## config.mk

```make
export PLATFORM = sky130hd
export DESIGN_NAME = bp_top
export DESIGN_NICKNAME = d
export VERILOG_FILES = /design/src/hw/bp_pkg.sv /design/src/hw/bp_ifs.sv /design/src/hw/bp_btb.sv /design/src/hw/bp_ras.sv /design/src/hw/bp_resolve.sv /design/src/hw/bp_next_pc.sv /design/src/hw/bp_top.sv
export SDC_FILE = /design/constraint.sdc
export NUM_CORES = 1
export LEC_CHECK = 0
export BUFFER_PORTS_ARGS = -buffer_cell sky130_fd_sc_hd__buf_4
export CORE_ASPECT_RATIO = 0.8
export CORE_UTILIZATION = 39
export CTS_BUF_LIST = sky130_fd_sc_hd__clkbuf_4 sky130_fd_sc_hd__clkbuf_8
export CTS_CLUSTER_DIAMETER = 40
export DETAILED_ROUTE_END_ITERATION = 8
export SLEW_MARGIN = 20
export SYNTH_ARGS = -nofsm -noshare
export SYNTH_HDL_FRONTEND = slang
export SYNTH_SLANG_ARGS = --single-unit
```

## constraint.sdc

```tcl
create_clock -name clk -period 15.4 [get_ports clk]
set_input_delay 2.31 -clock clk [delete_from_list [all_inputs] [get_ports clk]]
set_output_delay 2.31 -clock clk [all_outputs]
set_load 0.02 [all_outputs]
```

## src/hw/bp_pkg.sv

```systemverilog
package bp_pkg;

  // Kind of a control transfer resolved in execute
  // Two bits wide, one value per resolve
  typedef enum logic [1:0] {
    // Conditional branch, direction learned by the counter
    BR_COND = 2'b00,
    // Plain jump without link
    BR_JAL  = 2'b01,
    // Jump that writes the link register, pushes the RAS
    BR_CALL = 2'b10,
    // Return through the link register, pops the RAS
    BR_RET  = 2'b11
  } br_kind_e;

  // Default address width
  parameter int XLEN_DEF = 32;

  // Default BTB size
  // Must stay a power of two since the index is a plain PC slice
  parameter int BTB_ENTRIES_DEF = 16;

  // Default return stack depth, also a power of two
  // Pointer wraps naturally at this size
  parameter int RAS_DEPTH_DEF = 4;

endpackage

```

## src/hw/bp_ifs.sv

```systemverilog
// Lookup group between the next-PC selector and the BTB
// Whole path is combinational within the fetch cycle
interface btb_lookup_if #(
  parameter int XLEN
);

  // Fetch PC presented for lookup
  logic [XLEN-1:0] pc;
  // Valid entry with matching tag
  logic            hit;
  // Stored target, zero on a miss
  logic [XLEN-1:0] tgt;
  // Counter high bit, zero on a miss
  logic            taken;
  // Entry was trained by a return
  logic            is_return;

  // Next-PC side drives the PC and reads the prediction
  modport requester (
    output pc,
    input  hit,
    input  tgt,
    input  taken,
    input  is_return
  );

  // BTB side answers for the PC it is given
  modport responder (
    input  pc,
    output hit,
    output tgt,
    output taken,
    output is_return
  );

endinterface

// Update group from the resolve stage into the BTB
// en is a single-cycle strobe, one entry written per strobe
interface btb_update_if #(
  parameter int XLEN
);

  logic            en;
  // PC of the resolved transfer, picks index and tag
  logic [XLEN-1:0] pc;
  logic [XLEN-1:0] tgt;
  logic            taken;
  logic            is_ret;
  // Set for plain jumps and calls alike
  logic            is_jal;

  // Resolve stage drives the whole group
  modport writer (
    output en,
    output pc,
    output tgt,
    output taken,
    output is_ret,
    output is_jal
  );

  // BTB storage samples it on the clock edge
  modport tbl (
    input en,
    input pc,
    input tgt,
    input taken,
    input is_ret,
    input is_jal
  );

endinterface

```

## src/hw/bp_btb.sv

```systemverilog
// Direct-mapped branch target buffer
// One entry per index, a new PC on an occupied index evicts the old one
// Direction held in a 2-bit saturating counter per entry
module bp_btb #(
  parameter int XLEN,
  parameter int NENTRIES
) (
  input logic             clk,
  input logic             rst_n,
  btb_lookup_if.responder lu,
  btb_update_if.tbl       up
);

  // Index starts at bit 2, word-aligned fetch
  localparam int IDX_W  = $clog2(NENTRIES);
  localparam int IDX_LO = 2;
  localparam int IDX_HI = IDX_LO + IDX_W - 1;
  // Tag is every PC bit above the index
  localparam int TAG_W  = XLEN - IDX_HI - 1;

  // Entry storage, only the valid bits see reset
  logic [NENTRIES-1:0] valid;
  logic [NENTRIES-1:0] ret_flag;
  logic [TAG_W-1:0]    tag_mem [NENTRIES];
  logic [XLEN-1:0]     tgt_mem [NENTRIES];
  logic [1:0]          ctr_mem [NENTRIES];

  // Lookup side
  logic [IDX_W-1:0] lu_idx;
  logic [TAG_W-1:0] lu_tag;
  logic             lu_hit;

  // Update side
  logic [IDX_W-1:0] up_idx;
  logic [TAG_W-1:0] up_tag;
  logic             up_same;
  logic [1:0]       ctr_cur;
  logic [1:0]       ctr_next;

  // Split the fetch PC into index and tag
  assign lu_idx = lu.pc[IDX_HI:IDX_LO];
  assign lu_tag = lu.pc[XLEN-1:IDX_HI+1];

  // Hit needs both a live entry and the same tag
  assign lu_hit = valid[lu_idx] && (tag_mem[lu_idx] == lu_tag);

  // Prediction outputs forced to zero on a miss
  assign lu.hit       = lu_hit;
  assign lu.tgt       = lu_hit ? tgt_mem[lu_idx] : '0;
  assign lu.taken     = lu_hit ? ctr_mem[lu_idx][1] : 1'b0;
  assign lu.is_return = lu_hit ? ret_flag[lu_idx] : 1'b0;

  // Same split for the resolved PC
  assign up_idx = up.pc[IDX_HI:IDX_LO];
  assign up_tag = up.pc[XLEN-1:IDX_HI+1];

  // Training continues only on a live entry owned by this PC
  assign up_same = valid[up_idx] && (tag_mem[up_idx] == up_tag);
  assign ctr_cur = ctr_mem[up_idx];

  // Counter next state
  always_comb begin
    if (up.is_jal || up.is_ret) begin
      // Unconditional transfers go straight to strongly taken
      ctr_next = 2'b11;
    end else if (!up_same) begin
      // Fresh entry or eviction, start weak in the resolved direction
      ctr_next = up.taken ? 2'b10 : 2'b01;
    end else if (up.taken) begin
      // Count up, hold at 3
      if (ctr_cur == 2'b11) begin
        ctr_next = ctr_cur;
      end else begin
        ctr_next = ctr_cur + 2'b01;
      end
    end else begin
      // Count down, hold at 0
      if (ctr_cur == 2'b00) begin
        ctr_next = ctr_cur;
      end else begin
        ctr_next = ctr_cur - 2'b01;
      end
    end
  end

  // Valid bits, cleared on reset and set by any write
  always_ff @(posedge clk) begin
    if (!rst_n) begin
      valid <= '0;
    end else if (up.en) begin
      valid[up_idx] <= 1'b1;
    end
  end

  // Entry payload
  // Whole entry rewritten on every update, which also handles eviction
  always_ff @(posedge clk) begin
    if (up.en) begin
      tag_mem[up_idx]  <= up_tag;
      tgt_mem[up_idx]  <= up.tgt;
      ctr_mem[up_idx]  <= ctr_next;
      ret_flag[up_idx] <= up.is_ret;
    end
  end

endmodule

```

## src/hw/bp_ras.sv

```systemverilog
// Circular return address stack
// ptr points at the current top entry
// cnt tracks how many entries are live, saturating at the depth
module bp_ras #(
  parameter int XLEN,
  parameter int RAS_DEPTH
) (
  input  logic            clk,
  input  logic            rst_n,
  input  logic            push,
  input  logic            pop,
  input  logic [XLEN-1:0] push_addr,
  output logic [XLEN-1:0] top_addr,
  output logic            empty
);

  // Depth is a power of two so the pointer wraps by itself
  localparam int PTR_W = $clog2(RAS_DEPTH);
  // Count needs one more value than the pointer, 0 up to RAS_DEPTH
  localparam int CNT_W = $clog2(RAS_DEPTH + 1);

  logic [XLEN-1:0]  stack [RAS_DEPTH];
  logic [PTR_W-1:0] ptr;
  logic [PTR_W-1:0] ptr_inc;
  logic [CNT_W-1:0] cnt;
  logic             full;

  // Slot above the current top, wraps onto the oldest entry
  assign ptr_inc = ptr + 1'b1;
  assign full    = (cnt == CNT_W'(RAS_DEPTH));
  assign empty   = (cnt == '0);

  // Top of stack, meaningless while empty
  assign top_addr = stack[ptr];

  // Pointer and count
  // Push and pop are exclusive since one resolve has a single kind
  always_ff @(posedge clk) begin
    if (!rst_n) begin
      ptr <= '0;
      cnt <= '0;
    end else if (push) begin
      ptr <= ptr_inc;
      // On overflow the count holds and the oldest slot gets reused
      if (!full) begin
        cnt <= cnt + 1'b1;
      end
    end else if (pop && !empty) begin
      ptr <= ptr - 1'b1;
      cnt <= cnt - 1'b1;
    end
  end

  // Link address storage
  always_ff @(posedge clk) begin
    if (push) begin
      stack[ptr_inc] <= push_addr;
    end
  end

endmodule

```

## src/hw/bp_resolve.sv

```systemverilog
// Resolve stage
// Holds one execute result for a cycle, then drives the BTB write
// and the RAS push or pop from the held copy
module bp_resolve import bp_pkg::*; #(
  parameter int XLEN
) (
  input  logic            clk,
  input  logic            rst_n,
  input  logic            resolve_en,
  input  logic [XLEN-1:0] resolve_pc,
  input  logic [XLEN-1:0] resolve_tgt,
  input  logic            resolve_taken,
  input  br_kind_e        resolve_kind,
  btb_update_if.writer    up,
  output logic            ras_push,
  output logic            ras_pop,
  output logic [XLEN-1:0] ras_push_addr
);

  // Held transfer
  logic            r_valid;
  logic [XLEN-1:0] r_pc;
  logic [XLEN-1:0] r_tgt;
  logic            r_taken;
  br_kind_e        r_kind;

  // Decoded kind
  logic is_call;
  logic is_ret;
  logic is_jump;

  // Strobe register, the only control state here
  always_ff @(posedge clk) begin
    if (!rst_n) begin
      r_valid <= 1'b0;
    end else begin
      r_valid <= resolve_en;
    end
  end

  // Payload captured with every strobe
  // A new strobe each cycle simply replaces the previous one
  always_ff @(posedge clk) begin
    if (resolve_en) begin
      r_pc    <= resolve_pc;
      r_tgt   <= resolve_tgt;
      r_taken <= resolve_taken;
      r_kind  <= resolve_kind;
    end
  end

  // Kind decode
  assign is_call = (r_kind == BR_CALL);
  assign is_ret  = (r_kind == BR_RET);
  // Calls count as jumps for the BTB counter
  assign is_jump = (r_kind == BR_JAL) || is_call;

  // BTB update group, written at the edge after capture
  assign up.en     = r_valid;
  assign up.pc     = r_pc;
  assign up.tgt    = r_tgt;
  assign up.taken  = r_taken;
  assign up.is_ret = is_ret;
  assign up.is_jal = is_jump;

  // RAS strobes share the same edge as the BTB write
  assign ras_push      = r_valid && is_call;
  assign ras_pop       = r_valid && is_ret;
  // Link address is the instruction after the call
  assign ras_push_addr = r_pc + XLEN'(4);

endmodule

```

## src/hw/bp_next_pc.sv

```systemverilog
// Next fetch PC selection
// Purely combinational, same cycle as the fetch PC
module bp_next_pc #(
  parameter int XLEN
) (
  input  logic [XLEN-1:0] fetch_pc,
  btb_lookup_if.requester lu,
  input  logic [XLEN-1:0] ras_top,
  input  logic            ras_empty,
  output logic [XLEN-1:0] next_pc,
  output logic            pred_hit,
  output logic            pred_taken
);

  // Sequential fallback
  logic [XLEN-1:0] seq_pc;
  // Taken prediction from a valid entry
  logic            pred_tk;
  // Return with a usable stack top
  logic            use_ras;

  // Present the fetch PC to the BTB
  assign lu.pc = fetch_pc;

  assign seq_pc = fetch_pc + XLEN'(4);

  // Taken only counts on a hit
  assign pred_tk = lu.hit && lu.taken;

  // Empty stack falls back to the stored BTB target
  assign use_ras = pred_tk && lu.is_return && !ras_empty;

  // Priority RAS, then BTB target, then PC plus 4
  always_comb begin
    if (use_ras) begin
      next_pc = ras_top;
    end else if (pred_tk) begin
      next_pc = lu.tgt;
    end else begin
      next_pc = seq_pc;
    end
  end

  // Status straight from the lookup
  assign pred_hit   = lu.hit;
  assign pred_taken = lu.taken;

endmodule

```

## src/hw/bp_top.sv

```systemverilog
// Branch prediction front
// Fetch side looks up in the same cycle
// Execute side trains the BTB and RAS one edge after the resolve strobe
module bp_top import bp_pkg::*; #(
  parameter int XLEN      = XLEN_DEF,
  parameter int NENTRIES  = BTB_ENTRIES_DEF,
  parameter int RAS_DEPTH = RAS_DEPTH_DEF
) (
  input  logic            clk,
  input  logic            rst_n,

  // Fetch port
  input  logic [XLEN-1:0] fetch_pc,
  output logic [XLEN-1:0] next_pc,
  output logic            pred_hit,
  output logic            pred_taken,

  // Execute resolve port
  input  logic            resolve_en,
  input  logic [XLEN-1:0] resolve_pc,
  input  logic [XLEN-1:0] resolve_tgt,
  input  logic            resolve_taken,
  input  br_kind_e        resolve_kind
);

  // BTB lookup and update groups
  btb_lookup_if #(.XLEN(XLEN)) lu_if ();
  btb_update_if #(.XLEN(XLEN)) up_if ();

  // RAS wiring, few enough to stay plain
  logic            ras_push;
  logic            ras_pop;
  logic [XLEN-1:0] ras_push_addr;
  logic [XLEN-1:0] ras_top;
  logic            ras_empty;

  // Registers execute results, drives training
  bp_resolve #(
    .XLEN(XLEN)
  ) u_resolve (
    .clk           (clk),
    .rst_n         (rst_n),
    .resolve_en    (resolve_en),
    .resolve_pc    (resolve_pc),
    .resolve_tgt   (resolve_tgt),
    .resolve_taken (resolve_taken),
    .resolve_kind  (resolve_kind),
    .up            (up_if.writer),
    .ras_push      (ras_push),
    .ras_pop       (ras_pop),
    .ras_push_addr (ras_push_addr)
  );

  // Target and direction storage
  bp_btb #(
    .XLEN     (XLEN),
    .NENTRIES (NENTRIES)
  ) u_btb (
    .clk   (clk),
    .rst_n (rst_n),
    .lu    (lu_if.responder),
    .up    (up_if.tbl)
  );

  // Return address stack
  bp_ras #(
    .XLEN      (XLEN),
    .RAS_DEPTH (RAS_DEPTH)
  ) u_ras (
    .clk       (clk),
    .rst_n     (rst_n),
    .push      (ras_push),
    .pop       (ras_pop),
    .push_addr (ras_push_addr),
    .top_addr  (ras_top),
    .empty     (ras_empty)
  );

  // Next fetch PC mux
  bp_next_pc #(
    .XLEN(XLEN)
  ) u_next_pc (
    .fetch_pc   (fetch_pc),
    .lu         (lu_if.requester),
    .ras_top    (ras_top),
    .ras_empty  (ras_empty),
    .next_pc    (next_pc),
    .pred_hit   (pred_hit),
    .pred_taken (pred_taken)
  );

endmodule

```

# After elaboration in Yosys (flattened, before gate mapping)

Memories as Yosys holds them, arrays and structs flattened. A register that Yosys moved wholly into a read port is not among the register bits.
Cells that the tools add are included.

Add/sub/neg operators: 8
Magnitude comparators: 3
Eq/ne operators: 8
Muxes and demuxes: 33
Bitwise operators: 1
Reductions and logical operators: 16

Operators by type and width:

| operator                                                          | count |
|---|---|
| 2-to-1 mux 32 bit                                                 | 3 |
| adder 32 x 3 -> 32 bit, second input constant                     | 2 |
| == test 26 bit                                                    | 2 |
| 2-to-1 mux 2 bit                                                  | 10 |
| bitwise mux 16 bit                                                | 1 |
| bitwise OR 16 bit                                                 | 1 |
| binary-select mux 1 bit (select 4 bit)                            | 3 |
| < comparator 4 x 5 -> 1 bit, second input constant                | 2 |
| 2-to-1 mux 1 bit                                                  | 10 |
| logical AND 1 bit                                                 | 9 |
| 2-to-1 mux 3 bit                                                  | 3 |
| 2-to-1 mux 4 bit                                                  | 2 |
| == test 2 bit, second input constant                              | 3 |
| adder 2 x 1 -> 2 bit, second input constant                       | 2 |
| demux 1 bit (select 4 bit)                                        | 1 |
| greater-or-equal comparator 4 x 1 -> 1 bit, second input constant | 1 |
| subtractor 2 x 1 -> 2 bit, second input constant                  | 2 |
| adder 3 x 1 -> 3 bit, second input constant                       | 1 |
| == test 3 bit, second input constant                              | 1 |
| zero test 3 bit                                                   | 1 |
| subtractor 3 x 1 -> 3 bit, second input constant                  | 1 |
| == test 2 x 1 -> 1 bit, second input constant                     | 1 |
| zero test 2 bit                                                   | 1 |
| logical OR 1 bit                                                  | 2 |
| other kinds (4)                                                   | 4 |

Bits in registers: 105
Bits in writable memories: 1,088
Output and inout bits: 34
Logic and storage cells: 82
Memories kept: 4

Memory list:

| name          | depth | bits a word | read ports | clocked after memory_dff | write ports | line         | RTL |
|---|---|---|---|---|---|---|---|
| u_btb.tgt_mem | 16    | 32          | 1          | 0                        | 1           | bp_btb.sv:25 | `logic [XLEN-1:0] tgt_mem [NENTRIES];` |
| u_btb.tag_mem | 16    | 26          | 2          | 1                        | 1           | bp_btb.sv:24 | `logic [TAG_W-1:0] tag_mem [NENTRIES];` |
| u_ras.stack   | 4     | 32          | 1          | 1                        | 1           | bp_ras.sv:22 | `logic [XLEN-1:0] stack [RAS_DEPTH];` |
| u_btb.ctr_mem | 16    | 2           | 2          | 1                        | 1           | bp_btb.sv:26 | `logic [1:0] ctr_mem [NENTRIES];` |

# Logic depth before layout (Yosys ltp)

Depth after elaboration: 8
Gate-level depth with buffers: 15

# Modules after synthesis

Synthesis repeated with hierarchy kept, for this count alone.

Cell total of the unflattened synthesis: 2,462
Area, all modules: 51,264.2 µm²

Modules (own cells, without submodules):

| module     | times used | cells an instance | area an instance (µm²) |
|---|---|---|---|
| bp_btb     | 1          | 1,859             | 42,026.6 |
| bp_ras     | 1          | 213               | 5,032.3 |
| bp_resolve | 1          | 153               | 2,656.3 |
| bp_next_pc | 1          | 237               | 1,549.0 |

# Worst setup path before layout

OpenSTA, ideal clock, no wires.

Kind: in2out
From: in fetch_pc[2]
To: out pred_taken
Arrival: 5,880 ps
Setup slack: 7,210 ps
Cell stages on the path: 11
Path buffers: 3
Path through: buf_4 buf_6 buf_2 mux4_2 mux2i_1 o21ai_1 nor4_1 o221ai_1 or4_1 nor4_1 nor2b_1

Cells in the longest elaborated chain, start to end: 4
Elaborated cells between the ends (all ways): 7
Those cells by class: eq/ne: 1; mux: 3; reduce/logical: 1; memory: 2

RTL lines:

| element                                                                                    | line         | RTL |
|---|---|---|
| from (decl)                                                                                | bp_top.sv:13 | `input logic [XLEN-1:0] fetch_pc,` |
| memory read (16 x 26 bit) / binary-select mux 1 bit (select 4 bit) (equally long branches) | n/a          |  |
| == test 26 bit / 2-to-1 mux 1 bit (equally long branches)                                  | bp_btb.sv:45 | `assign lu_hit = valid[lu_idx] && (tag_mem[lu_idx] == lu_tag);` |
| logical AND 1 bit (*)                                                                      | bp_btb.sv:45 |  |
| named net pred_hit                                                                         | bp_top.sv:15 | `output logic pred_hit,` |
| 2-to-1 mux 1 bit (*)                                                                       | bp_btb.sv:50 | `assign lu.taken = lu_hit ? ctr_mem[lu_idx][1] : 1'b0;` |
| to (decl)                                                                                  | bp_top.sv:16 | `output logic pred_taken,` |

The timed path passes the listed nets; every way through them passes the cells marked *. The select of a mux whose other input is x is not followed.

# Worst setup path in the final report

From: in fetch_pc[2]
To: out next_pc[1]

Cells in the longest elaborated chain, start to end: 8
Elaborated cells between the ends (all ways): 17
Those cells by class: eq/ne: 1; mux: 9; reduce/logical: 4; memory: 3

RTL lines:

| element                                                                                    | line             | RTL |
|---|---|---|
| memory read (16 x 26 bit) / binary-select mux 1 bit (select 4 bit) (equally long branches) | n/a              |  |
| == test 26 bit / 2-to-1 mux 1 bit (equally long branches)                                  | bp_btb.sv:45     |  |
| logical AND 1 bit                                                                          | bp_btb.sv:45     |  |
| 2-to-1 mux 1 bit                                                                           | bp_btb.sv:50     |  |
| logical AND 1 bit                                                                          | bp_next_pc.sv:28 | `assign pred_tk = lu.hit && lu.taken;` |
| logical AND 1 bit (2 in series)                                                            | bp_next_pc.sv:31 | `assign use_ras = pred_tk && lu.is_return && !ras_empty;` |
| 2-to-1 mux 32 bit (*)                                                                      | bp_next_pc.sv:35 | `if (use_ras) begin` |
| to (decl)                                                                                  | bp_top.sv:14     | `output logic [XLEN-1:0] next_pc,` |

Every way passes the cells marked *; elsewhere a longest branch is shown, timed or not. The select of a mux whose other input is x is not followed.

==> results.json <==
{
  "maxSlewHeadroom_pct": 21.1,
  "fp-row-count": 118,
  "grt_pass1_wl_um": 210000,
  "initial_core_util_pct": 39.4,
  "crit_path_max_fanout": 91,
  "synth_warnings": 0,
  "grt_overflow": 0,
  "core-area_mm2": 0.130,
  "fin_setup_tns_ps": 0,
  "dr.first_iter.drc_count": 3647,
  "wl_per_cell_um": 32.5,
  "grt_antenna_before_repair": 9,
  "cts_tree": "built",
  "ys_ff_latch": 1199,
  "viasPerCell": 6.00,
  "setup_viol_count_final": 0,
  "layout_common_cells": "edfxtp_1 (1,171), mux4_2 (432), clkbuf_8 (195)",
  "port_buffers": 135,
  "drive_above_1_share_pct": 34.4,
  "ir_drop_mv": 0.0995,
  "finalWorstPathRequiredPeriod_ps": 9530,
  "synth_area_leaders": "edfxtp_1 (69%), mux4_2 (19%), mux2i_1 (2.4%)",
  "clock_latency_ps": 940,
  "synth_fp_nets": 2579,
  "die_h_um": 326,
  "antenna_left": 0,
  "clock_sinks": 1199,
  "hold_viol": 0,
  "dr_total_vias": 27583,
  "gp_congestion": 0.943,
  "grt_pass1_vias": 28045,
  "routed_wl_um": 150000,
  "cp.required_ps": 13090,
  "fin_crit_sh_pct": 61.9,
  "grt_util_all_layers_pct": 22.6,
  "rsz0062_at_grt": "no",
  "hold_class": "reg2reg",
  "nNetsFinal": 2818,
  "dr.pass1.iters": 6,
  "synth_cell_type_count": 68,
  "tightestPinTransition_ps": 1180,
  "synth_edf_count": 1171,
  "cap_violations": 0,
  "post_cts_buffers": 0,
  "crit_arrival_ps": 7220,
  "syn_avg_cell_area_um2": 20.8,
  "area_growth_pct": 13.5,
  "leakage_nw": 18.6,
  "hpwl_um": 89000,
  "synth_top_area_cell": "edfxtp_1",
  "power.total_mw": 7.10,
  "outcome": "finished clean",
  "power_density_mw_per_mm2": 122,
  "layout_commonest_cell": "edfxtp_1",
  "worst_setup_path_end_kind": "output pin",
  "dieArea_mm2": 0.133,
  "clockBufferDepth": 3,
  "num_io_pins": 136,
  "htreeDepth": 4,
  "start_kind": "input pin",
  "synthDominantCellAreaShare_pct": 68.7,
  "ys_seq_area_share_pct": 69.8,
  "die_x_um": 407,
  "drc": 0,
  "grt_max_degree": 98,
  "clockRootBuffer": "clkbuf_8",
  "fin_skew_ps": 64.9,
  "syn-cell-area_mm2": 0.0512,
  "clock.fmax_mhz": 105,
  "async_reset_ff_share_pct": 0,
  "clk_pin_slew_ps": 60,
  "synth-main-ff-cell": "edfxtp_1",
  "synth_cells": 2467,
  "cts-resized-gates": 0,
  "cts_hold_buffers": 0,
  "cts_buffers": 191,
  "criticalPathCategory": "in2out",
  "finalMaxSlewViolations": 0
}
worst max-delay path, stage by stage:
cell and delay, ps:
buf_8 510, buf_12 660, mux4_2 600, mux4_2 490, xnor2_1 460, nand2_1 110
or4_1 450, nor4_4 230, buf_4 650, mux2_2 410, buf_4 160
power by group:
| group | total (mW) | leakage [nW] | switching (mW) | internal [mW] |
|---|---|---|---|---|
| sequential | 3.75 | 10.9 | 0.0757 | 3.67 |
| clock | 2.74 | 2.01 | 1.33 | 1.41 |
| combinational | 0.601 | 5.69 | 0.352 | 0.250 |
flip-flops by register name, summed over array words and instances, names as in the netlist, 2 cells and up, named ones only:
register / cells
u_btb.tgt_mem: 512
u_ras.stack: 128
u_ras.ptr: 2
u_resolve.up.tgt: 32
u_btb.ctr_mem: 32
u_btb.valid: 16
u_ras.cnt: 3
u_resolve.r_kind: 2
u_btb.ret_flag: 16
u_btb.tag_mem: 416
u_resolve.up.pc: 32
metal layers:
metal	share of wire, %	GRT usage [%]	vias up
met5	0.041	0	-
met4	2.5	6.73	10
met3	11	7.73	261
met2	43	31.7	1575
met1	43	33.1	14808
li1	-	-	10929
cell families after synthesis:
group	count (synthesis)	synth area share [%]
AO/OA/AOI/OAI	129	1.74
XOR/XNOR	115	1.97
adder cells (fa/ha/maj)	10	0.259
buffers and inverters	169	1.47
flip-flops	1199	69.8
multiplexers	581	22.0
AND/OR/NAND/NOR	264	2.80
area by class of cell:
cell class / instances / area, um2
Timing Repair Buffer: 193 / 1500
Multi-Input combinational cell: 1099 / 14800
Clock buffer: 253 / 3120
Tap cell: 1740 / 2180
Inverter: 22 / 85.1
Antenna cell: 3 / 7.51
Fill cell: 10913 / 71700
Sequential cell: 1199 / 35700
Clock inverter: 92 / 676
cells in the mapped netlist (all sizes together), types with 3 or more instances:
cell type  instances
a22oi             13
a21boi             4
mux2              25
dfxtp             28
o21a              18
and3              24
o221ai             5
mux4             432
o22ai             13
or2                3
clkbuf            66
and4               7
xnor2             77
and2              16
nor4               7
mux2i            124
o21ai             19
or4                3
xor2              38
nor2              31
a32oi              3
buf               81
nand3             27
o2bb2ai            3
nor3              15
o211ai             4
inv               22
nand2             62
a22o               4
ha                 9
a21oi             21
a211oi             3
edfxtp          1171
nor2b             15
o31ai              3
or3                3
nand2b            10
nand4             29
final timing paths:
kind	from	endpoint	slack (ps)	depth (start not counted)
worst max-delay path	fetch_pc[2]	next_pc[1]	5870	11
worst max register to register	flop	u_btb.ctr_mem[4][0]$_DFFE_PP_	10160	12
worst min register to register	u_btb.valid[0]$_SDFFE_PN0P_	u_btb.valid[0]$_SDFFE_PN0P_	490	1
worst min-delay path	u_btb.valid[0]$_SDFFE_PN0P_	u_btb.valid[0]$_SDFFE_PN0P_	490	1
metrics by stage:
step | instances | utilization [%] | setup slack, ps | hold WS, ps | cell area, um2
after floorplan | 2467 | - | 7210 | 452 | 51200
after global placement | 4253 | 41.8 | 5840 | 465 | 54300
after detailed placement | 4253 | 41.8 | 5830 | 477 | 54300
after CTS | 4598 | 44.8 | 5810 | 492 | 58100
after global routing | 4599 | 44.8 | 5600 | 501 | 58100
final | 4601 | 44.8 | 5870 | 491 | 58100
Note: power is estimated with default switching activity, not from simulation.
